===== src/rv32i_types.sv =====
package rv32i_types;

    // data and address width
    localparam int XLEN = 32;

    // decode side buffer, power of two
    localparam int QUEUE_DEPTH = 8;

    // requests in flight, also the pc queue depth
    localparam int MAX_OUTSTANDING = 4;

    // count widths carry one extra bit so a full queue fits
    localparam int PCQ_CNT_W = $clog2(MAX_OUTSTANDING) + 1;
    localparam int IQ_CNT_W  = $clog2(QUEUE_DEPTH) + 1;

    // first fetch address out of reset
    localparam logic [XLEN-1:0] RESET_PC = 32'h0000_1000;

    // one decoded-ready slot, pc in the upper half
    typedef struct packed {
        logic [XLEN-1:0] pc;    // address the word came from
        logic [XLEN-1:0] instr; // raw rv32i encoding
    } fetch_entry_t;

    // fetch control
    // FETCH   normal issue and pairing
    // DRAIN   old responses still in flight after a redirect
    typedef enum logic {
        FETCH = 1'b0,
        DRAIN = 1'b1
    } fetch_state_t;

endpackage : rv32i_types

===== src/fetch_top.sv =====
`timescale 1ns/1ns

module fetch_top (
    input  logic                          clk,
    input  logic                          rst,
    // instruction memory
    output logic                          imem_req,
    output logic [rv32i_types::XLEN-1:0]  imem_addr,
    input  logic                          imem_resp,
    input  logic [rv32i_types::XLEN-1:0]  imem_rdata,
    // decode
    output logic                          instr_valid,
    output logic [rv32i_types::XLEN-1:0]  instr,
    output logic [rv32i_types::XLEN-1:0]  instr_pc,
    input  logic                          instr_take,
    // later stages
    input  logic                          redirect,
    input  logic [rv32i_types::XLEN-1:0]  redirect_pc
);

    import rv32i_types::*;

    logic [XLEN-1:0]      pc;
    logic                 pc_step;
    logic                 pc_load;
    logic                 pcq_enqueue;
    logic                 pcq_dequeue;
    logic                 pcq_full;
    logic                 pcq_empty;
    logic [PCQ_CNT_W-1:0] pcq_count;
    logic [XLEN-1:0]      pcq_head;   // address of oldest outstanding request
    logic                 iq_enqueue;
    logic                 iq_flush;
    logic                 iq_empty;
    logic [IQ_CNT_W-1:0]  iq_count;
    fetch_entry_t         iq_wdata;
    fetch_entry_t         iq_head;

    pc_counter i_pc_counter (
        .clk     (clk),
        .rst     (rst),
        .step    (pc_step),
        .load    (pc_load),
        .load_pc (redirect_pc),
        .pc      (pc)
    );

    fetch_fsm i_fetch_fsm (
        .clk         (clk),
        .rst         (rst),
        .redirect    (redirect),
        .imem_resp   (imem_resp),
        .pcq_full    (pcq_full),
        .pcq_empty   (pcq_empty),
        .pcq_count   (pcq_count),
        .iq_count    (iq_count),
        .imem_req    (imem_req),
        .pc_step     (pc_step),
        .pc_load     (pc_load),
        .pcq_enqueue (pcq_enqueue),
        .pcq_dequeue (pcq_dequeue),
        .iq_enqueue  (iq_enqueue),
        .iq_flush    (iq_flush)
    );

    // pcs of requests in flight, never flushed, drained by responses
    queue #(
        .T     (logic [XLEN-1:0]),
        .DEPTH (MAX_OUTSTANDING)
    ) pc_queue (
        .clk        (clk),
        .rst        (rst),
        .wdata_in   (pc),
        .enqueue_in (pcq_enqueue),
        .dequeue_in (pcq_dequeue),
        .flush_in   (1'b0),
        .rdata_out  (pcq_head),
        .full_out   (pcq_full),
        .empty_out  (pcq_empty),
        .count_out  (pcq_count)
    );

    // response paired with the pc it answers
    assign iq_wdata = '{pc: pcq_head, instr: imem_rdata};

    queue #(
        .T     (fetch_entry_t),
        .DEPTH (QUEUE_DEPTH)
    ) instr_queue (
        .clk        (clk),
        .rst        (rst),
        .wdata_in   (iq_wdata),
        .enqueue_in (iq_enqueue),
        .dequeue_in (instr_take),
        .flush_in   (iq_flush),
        .rdata_out  (iq_head),
        .full_out   (),         // credit keeps it from filling past demand
        .empty_out  (iq_empty),
        .count_out  (iq_count)
    );

    assign imem_addr   = pc;
    assign instr_valid = !iq_empty;
    assign instr       = iq_head.instr;
    assign instr_pc    = iq_head.pc;

endmodule : fetch_top


===== src/fetch_fsm.sv =====
`timescale 1ns/1ns

module fetch_fsm (
    input  logic                               clk,
    input  logic                               rst,
    input  logic                               redirect,
    input  logic                               imem_resp,
    input  logic                               pcq_full,
    input  logic                               pcq_empty,
    input  logic [rv32i_types::PCQ_CNT_W-1:0]  pcq_count,  // requests in flight
    input  logic [rv32i_types::IQ_CNT_W-1:0]   iq_count,   // entries waiting for decode
    output logic                               imem_req,
    output logic                               pc_step,
    output logic                               pc_load,
    output logic                               pcq_enqueue,
    output logic                               pcq_dequeue,
    output logic                               iq_enqueue,
    output logic                               iq_flush
);

    import rv32i_types::*;

    localparam int USE_W = IQ_CNT_W + 1; // room for both counts summed

    fetch_state_t state;
    fetch_state_t state_next;

    logic [USE_W-1:0] in_use;    // slots already promised
    logic             credit_ok;
    logic             last_resp; // final outstanding response this edge
    logic             drained;   // nothing in flight after this edge
    logic             issue;

    // every in-flight request already owns an instruction queue slot
    assign in_use    = USE_W'(pcq_count) + USE_W'(iq_count);
    assign credit_ok = (in_use < USE_W'(QUEUE_DEPTH)) && !pcq_full;

    assign last_resp = imem_resp && (pcq_count == PCQ_CNT_W'(1));
    assign drained   = pcq_empty || last_resp;

    // nothing issued while held in reset or on a redirect cycle
    assign issue = !rst && (state == FETCH) && !redirect && credit_ok;

    assign imem_req    = issue;
    assign pc_step     = issue;      // pc moves past the word just requested
    assign pcq_enqueue = issue;      // remember its address
    assign pc_load     = redirect;
    assign pcq_dequeue = imem_resp;  // every response retires one pc, kept or not
    // stale responses from before the redirect are dropped
    assign iq_enqueue  = imem_resp && (state == FETCH) && !redirect;
    assign iq_flush    = redirect;

    always_comb
    begin
        state_next = state;
        case (state)
            FETCH:
            begin
                if (redirect && !drained)
                begin
                    state_next = DRAIN; // old words still coming
                end
            end
            DRAIN:
            begin
                if (drained)
                begin
                    state_next = FETCH; // resume at the redirect target
                end
            end
            default: state_next = FETCH;
        endcase
    end

    always_ff @(posedge clk)
    begin
        if (rst)
        begin
            state <= FETCH;
        end
        else
        begin
            state <= state_next;
        end
    end

    // a request right after a redirect with words in flight would pair with a stale pc
    a_no_req_drain : assert property (
        @(posedge clk) disable iff (rst)
        redirect && !drained |=> !imem_req
    ) else $error("fetch_fsm: request issued while draining");

endmodule : fetch_fsm


===== src/pc_counter.sv =====
`timescale 1ns/1ns

module pc_counter (
    input  logic                          clk,
    input  logic                          rst,
    input  logic                          step,    // one request issued
    input  logic                          load,    // redirect
    input  logic [rv32i_types::XLEN-1:0]  load_pc,
    output logic [rv32i_types::XLEN-1:0]  pc
);

    import rv32i_types::*;

    always_ff @(posedge clk)
    begin
        if (rst)
        begin
            pc <= RESET_PC;
        end
        else if (load)
        begin
            pc <= load_pc; // redirect wins over step
        end
        else if (step)
        begin
            pc <= pc + XLEN'(4); // next sequential word
        end
    end

    // no compressed or misaligned targets, redirect source must respect that
    a_pc_aligned : assert property (
        @(posedge clk) disable iff (rst)
        pc[1:0] == 2'b00
    ) else $error("pc_counter: pc not word aligned");

endmodule : pc_counter


===== src/queue.sv =====
`timescale 1ns/1ns

module queue #(
    parameter type T    = logic [31:0], // payload, any packed type
    parameter int DEPTH = 4             // power of two, at least 2
) (
    input  logic                 clk,
    input  logic                 rst,
    input  T                     wdata_in,
    input  logic                 enqueue_in,
    input  logic                 dequeue_in,
    input  logic                 flush_in,
    output T                     rdata_out,
    output logic                 full_out,
    output logic                 empty_out,
    output logic [$clog2(DEPTH):0] count_out
);

    localparam int AW = $clog2(DEPTH); // index bits, pointer has one more

    // storage
    T mem [DEPTH];

    // pointers with wrap bit on top
    logic [AW:0]   head_reg;
    logic [AW:0]   tail_reg;
    logic [AW-1:0] head_idx;
    logic [AW-1:0] tail_idx;

    assign head_idx = head_reg[AW-1:0];
    assign tail_idx = tail_reg[AW-1:0];

    // payload write, no clear needed
    always_ff @(posedge clk)
    begin
        if (enqueue_in)
        begin
            mem[tail_idx] <= wdata_in; // slot at tail
        end
    end

    // pointer update
    always_ff @(posedge clk)
    begin
        if (rst)
        begin
            head_reg <= '0;
            tail_reg <= '0;
        end
        else if (flush_in)
        begin
            // drop everything, enqueue in the same cycle is lost too
            head_reg <= tail_reg;
        end
        else
        begin
            if (enqueue_in)
            begin
                tail_reg <= tail_reg + (AW+1)'(1);
            end
            if (dequeue_in)
            begin
                head_reg <= head_reg + (AW+1)'(1); // both may move at once
            end
        end
    end

    // head shown without waiting for dequeue
    assign rdata_out = mem[head_idx];

    // same index, wrap bits differ -> tail lapped head
    assign full_out  = (tail_idx == head_idx) && (tail_reg[AW] != head_reg[AW]);
    // same index, same lap -> nothing stored
    assign empty_out = (tail_reg == head_reg);
    // modular difference, wrap bit keeps it exact up to DEPTH
    assign count_out = tail_reg - head_reg;

    // the producer's credit must keep a full queue from seeing a write
    a_no_enq_full : assert property (
        @(posedge clk) disable iff (rst)
        enqueue_in |-> !full_out
    ) else $error("queue: enqueue while full");

    // consumer may only pop what is there
    a_no_deq_empty : assert property (
        @(posedge clk) disable iff (rst)
        dequeue_in |-> !empty_out
    ) else $error("queue: dequeue while empty");

endmodule : queue


===== config.mk =====
export PLATFORM = sky130hd
export DESIGN_NAME = fetch_top
export DESIGN_NICKNAME = d
export VERILOG_FILES = /design/src/rv32i_types.sv /design/src/fetch_top.sv /design/src/fetch_fsm.sv /design/src/pc_counter.sv /design/src/queue.sv
export SDC_FILE = /design/constraint.sdc
export NUM_CORES = 1
export LEC_CHECK = 0
export BUFFER_PORTS_ARGS = -buffer_cell sky130_fd_sc_hd__buf_2
export CAP_MARGIN = 25
export CORE_AREA = 2 2 222 224
export DETAILED_ROUTE_END_ITERATION = 6
export DIE_AREA = 0 0 224 226
export GPL_TIMING_DRIVEN = 0
export PLACE_DENSITY = 0.83
export SLEW_MARGIN = 10
export SYNTH_ARGS = -nofsm -noshare
export SYNTH_HDL_FRONTEND = slang
export SYNTH_SLANG_ARGS = --single-unit

===== constraint.sdc =====
create_clock -name clk -period 7.54 [get_ports clk]
set_input_delay 0.377 -clock clk [delete_from_list [all_inputs] [get_ports clk]]
set_output_delay 0.377 -clock clk [all_outputs]
set_load 0.02 [all_outputs]

# Yosys cells after proc, flatten, opt, wreduce, memory -nomap -nowiden

Memory sizes are Yosys's and may differ from the RTL's. A register that Yosys moved wholly into a read port is not among the register bits.
Index checks and enable logic that the tools add are counted.

Reduce and logical (&&, ||, !) cells: 18
$lt $le $gt $ge: 1
Equality and inequality tests: 5
Bitwise logic cells: 2
$add $sub $neg: 8
Mux-type cells: 15

Operator list:

| operator                | count |
|---|---|
| $mux W32                | 2 |
| $add A32 B3 Y32 const B | 1 |
| $logic_and A1 B1 Y1     | 9 |
| $add A4 B1 Y4 const B   | 2 |
| $mux W4                 | 2 |
| $add A3 B1 Y3 const B   | 2 |
| $mux W1                 | 6 |
| $mux W3                 | 2 |
| $add A3 B4 Y5           | 1 |
| $logic_not A1 Y1        | 5 |
| $lt A5 B4 Y1 const B    | 1 |
| $eq A4 B4 Y1            | 1 |
| $mux W2                 | 2 |
| $reduce_bool A2 Y1      | 2 |
| $sub A4 B4 Y4           | 1 |
| $eq A3 B1 Y1 const B    | 1 |
| $eq A3 B3 Y1            | 1 |
| $sub A3 B3 Y3           | 1 |
| $eq A2 B2 Y1            | 1 |
| $not A1 Y1              | 2 |
| $pmux W1 S2             | 1 |
| $reduce_and A2 Y1       | 1 |
| $logic_or A1 B1 Y1      | 1 |
| $ne A1 B1 Y1            | 1 |

Flip-flop bits (word level): 47
Input port bits: 69
Memories kept: 2
Bits in writable memories: 640

Memories:

| name            | depth | width | rd ports | clocked after Yosys merged registers in | write ports | RTL line    | source |
|---|---|---|---|---|---|---|---|
| instr_queue.mem | 8     | 64    | 1        | 1                                       | 1           | queue.sv:22 | `T mem [DEPTH];` |
| pc_queue.mem    | 4     | 32    | 1        | 1                                       | 1           | queue.sv:22 |  |

# Longest topological paths before layout

Word-level depth: 8
Gate-level depth with buffers: 14
Depth with buffers taken out: 12

# Hierarchy

Synthesis repeated with hierarchy kept, for this count alone.

Cell total of the unflattened synthesis: 1288
Area total of the unflattened synthesis: 27073.5 um^2

Modules (own cells, without submodules):

| module               | seq. area each (um^2) | area each (um^2) | cells an instance | instances |
|---|---|---|---|---|
| queue at instr_queue | 15595.0               | 19832.8          | 814               | 1 |
| queue at pc_queue    | 4003.8                | 5124.9           | 218               | 1 |
| pc_counter           | 640.6                 | 1971.9           | 238               | 1 |
| fetch_fsm            | 20.0                  | 136.4            | 16                | 1 |
| fetch_top            | 0.0                   | 7.5              | 2                 | 1 |

# Least setup slack after synthesis

No wires, ideal clock.

Path type: input to register
Start: in imem_resp
End: mem instr_queue.mem[0][0] in the netlist's numbering (enable)
Stages: 3
Buffers on the path: 1
Path slack: 1.754 ns
Setup time: 0.564 ns
Arrival time: 5.221 ns
Cell sequence: clkbuf_1 nand3_1 nor3_1

Longest elaborated chain between the ends: 4

Ends and longest elaborated chain:

| element                           | RTL line        | source |
|---|---|---|
| start: declaration                | fetch_top.sv:9  | `input logic imem_resp,` |
| $logic_and A1 B1 Y1 (2 in series) | fetch_fsm.sv:50 | `assign iq_enqueue = imem_resp && (state == FETCH) && !redirect;` |
| $mux W1                           | queue.sv:36     | `if (enqueue_in)` |
| $mux W1 (implied by the code)     | queue.sv:38     | `mem[tail_idx] <= wdata_in;` |
| end: declaration                  | queue.sv:22     |  |

No other way between the ends.

# Worst setup path after layout

Start: reg pc_queue.tail_reg[0]
End: out imem_req

Longest elaborated chain between the ends: 5
Elaborated cells between the ends (all ways): 8
Those cells by class: add/sub: 2; order compare: 1; eq/ne: 1; reduce/logical: 4

Ends and longest elaborated chain:

| element                                              | RTL line                     | source |
|---|---|---|
| start: declaration                                   | queue.sv:26                  | `logic [AW:0] tail_reg;` |
| start signal: assignment                             | queue.sv:59                  | `tail_reg <= tail_reg + (AW+1)'(1);` |
| $sub A3 B3 Y3 or $eq A2 B2 Y1 (tied branches)        | queue.sv:76, queue.sv:72     |  |
| $add A3 B4 Y5 or $logic_and A1 B1 Y1 (tied branches) | fetch_fsm.sv:35, queue.sv:72 |  |
| $lt A5 B4 Y1 or $logic_not A1 Y1 (tied branches)     | fetch_fsm.sv:36              | `assign credit_ok = (in_use < USE_W'(QUEUE_DEPTH)) && !pcq_full;` |
| $logic_and A1 B1 Y1 *                                | fetch_fsm.sv:36              |  |
| $logic_and A1 B1 Y1 *                                | fetch_fsm.sv:42              | `assign issue = !rst && (state == FETCH) && !redirect && credit_ok;` |
| end: declaration                                     | fetch_top.sv:7               | `output logic imem_req,` |

Mark *: on every way between the ends. The rest lies on a longest branch, timed or not.

==> impl_metrics.csv <==
group,metric,value,unit
run_status,run_status,"finished, final reports clean",
worst_setup_path,crit_fanout,10,
route,drtPass1Iterations,5,
worst_setup_path,critPathRequiredTime,7.16,ns
timing,setup_viol,0,
worst_setup_path,cp.buffers_inverters,6,
worst_setup_path,path_cells,"inv_1 > ha_1 > inv_1 > fa_1 > ha_1 > nor3b_1 > o21ai_0 > nand4_4 > inv_1 > buf_2 > buf_2 > buf_2",
timing,final_hold_viol_count,0,
timing,setup_slack,3.44,ns
clock_tree,cts_root_buffer,"clkbuf_16",
synth,synthArstFlopShare,0,%
timing,worst_pin_slew,0.945,ns
clock_tree,cts_resized,0,
final_layout,final_cell_mix,"edfxtp_1 (640), buf_2 (170), mux4_2 (160), clkbuf_16 (71), mux2_2 (64)",
clock_tree,cts_max_path_buffers,3,
synth,syn_nets,1369,
clock_tree,clk_pin_slew,0.06,ns
synth,synth_area_leaders,"edfxtp_1 (72%), mux4_2 (13%), dfxtp_1 (3.9%)",
worst_setup_path,cp_top_family,"buffers and inverters",
run,drv_cap,0,
grt,grt_pass1_vias,14600,
final_layout,largest-register,"instr_queue.mem",
final_layout,drive_gt1_share,34.4,%
grt,track_usage,24.6,%
synth,yosysWarnings,0,
final_layout,final_common_cell,"edfxtp_1",
route,post_drt_wl_per_cell,27.2,um
clock_tree,cts_setup_buffers,0,
synth,syn-cell-area,26700,sq um
floorplan,rows,81,
clock_tree,ctsHoldBuffers,0,
placement,dp_slack,3.72,ns
clock_tree,cts_tree,"yes",
timing,finalClockSkew,0.0242,ns
clock_tree,worstSkewPairLatency,0.61,ns
floorplan,pin_count,167,
hold_path,hold-path-cell-count,1,
worst_setup_path,path_class,"flip-flop to output port",
clock_tree,cts.sinks,692,
route,drtIter0Drc,1459,
grt,grt_overflow,0,
placement,io_buffers,165,
route,viasPerCell,6.24,
floorplan,fp.dieH,226,um
synth,syn_avg_cell_area,20.8,sq um
final_layout,largest_reg_flops,512,
pwr,power,8.48,mW
pwr,power.density,270,nW/um^2
clock_tree,numCtsBuffers,69,
worst_setup_path,r2r_slack,3.65,ns
placement,detailed_place_hpwl,37000,um
route,drc,0,
synth,ys_ff_latch,692,
grt,antenna_found_initial,2,
final_layout,top_regs,"instr_queue.mem x512, pc_queue.mem x128, i_pc_counter.pc x32",
grt,grt_max_degree,28,
floorplan,die_x,224,um
timing,rsz0062_at_grt,"no",
worst_setup_path,crit_arrival,3.72,ns
synth,synthCells,1283,
timing,fin_crit,4.10,ns
timing,whs,0.0431,ns
route,routed_wl,61000,um
final_layout,final_core_util,65.0,%
worst_setup_path,crit_path_top_delay_cell,"fa_1",
final_layout,area_growth,17.5,%
synth,synth-edff-count,640,
synth,synth-main-ff-cell,"edfxtp_1",
hold_path,hp-class,"input pin to flip-flop",
route,vias,14000,
floorplan,core,48300,sq um
worst_setup_path,setup.worst_path.start_class,"flip-flop",
floorplan,die_area,50600,sq um
placement,gp_congestion,0.884,
synth,yosys.area.top_type,"edfxtp_1",
worst_setup_path,endpoint_kind,"output port",
worst_setup_path,reg2regPathDepth,13,
final_layout,area.sequential,20300,sq um
timing,max_freq,0.244,GHz
pwr,ir_worst_vdd,0.164,mV
timing,period_share,54.4,%
final_layout,multiInputGateArea,6210,sq um
synth,yosysUniqueCellTypes,57,
synth,synth_top_area_share,71.9,%
worst_setup_path,worst-path-stages,12,
timing,drv_slew,0,
clock_tree,cts_max_level,3,
worst_setup_path,crit_path_max_incr_delay,0.44,ns
synth,ys_seq_area_share,75.8,%
final_layout,nNetsFinal,1647,
final_layout,fill_cells,3024,
pwr,p_leak,10.2,nW
route,ant_nets,0,
timing,relSlewSlack,37.0,%
floorplan,initial_core_util,55.3,%
grt,grt_pass1_wl,90600,um
## per-layer routing
metal	vias to the layer above	part of all wire (%)	track usage, %
met2	726	53	43.0
li1	5903	-	-
met3	123	7.4	4.44
met5	-	0.021	0
met4	2	2.9	8.56
met1	7225	37	31.3
## cell usage after synthesis (3+ instances only)
cell type	instances
mux4_2	160
xor2_1	7
a21oi_1	21
inv_1	22
o21ai_0	5
a311oi_1	7
a2111oi_0	3
nor3_1	9
buf_1	19
mux2i_1	5
ha_1	15
nand4_1	9
dfxtp_1	52
o311a_1	6
mux2_2	64
or4_1	7
or3_1	4
a31oi_1	6
o22ai_1	6
nand2_1	49
nor2_1	36
nand3_1	14
nand2b_1	8
and4_1	6
o311ai_0	5
a221oi_1	3
o31a_1	3
edfxtp_1	640
buf_2	5
and2_1	4
clkbuf_1	39
xnor2_1	5
nor4_1	9
## cell families (layout without fill, tap and decap cells)
family	after synthesis	count (layout)	share of synthesized area [%]
adder cells (fa/ha/maj)	17	17	0.852
buffers and inverters	87	421	1.27
flip-flops	692	692	75.8
AO/OA/AOI/OAI	80	80	2.19
XOR/XNOR	12	12	0.393
other	0	2	0
multiplexers	229	229	16.4
AND/OR/NAND/NOR	166	166	3.17
## layout make-up
type                       count  area share [%]
tap                          622            2.48
clock inverter                44            1.41
timing repair buffer         207            4.95
multi-input combinational    504            19.8
sequential                   692            64.5
antenna                        2          0.0159
clock buffer                  83            5.80
inverter                      23           0.275
buffer                        64           0.809
## worst paths after layout
check	from	end
worst min register to register	instr_queue.tail_reg[0]$_SDFFE_PP0P_	instr_queue.tail_reg[0]$_SDFFE_PP0P_
worst max-delay path	pc_queue.tail_reg[0]$_SDFFE_PP0P_	imem_req
worst min-delay path	imem_rdata[30]	instr_queue.mem[2][30]$_DFFE_PP_
worst max register to register	pc_queue.tail_reg[0]$_SDFFE_PP0P_	pc_queue.mem[2][29]$_DFFE_PP_
## metrics by stage
step,setup TNS (ns),instances,area [sq um]
floorplan,0,1283,26700
finish,0,2241,31400
CTS,0,2236,31400
global placement,-323.05,2070,28300
global route,0,2239,31400
detailed placement,0,2109,29100
## report_power, final
group	internal, mW	total (mW)	leakage [nW]	switching, mW
registers	4.32	4.37	6.24	0.0574
clock network	2.01	3.45	1.12	1.44
logic	0.262	0.652	2.84	0.390
total	6.59	8.48	10.2	1.89
Power figures use the tool's default switching activity.
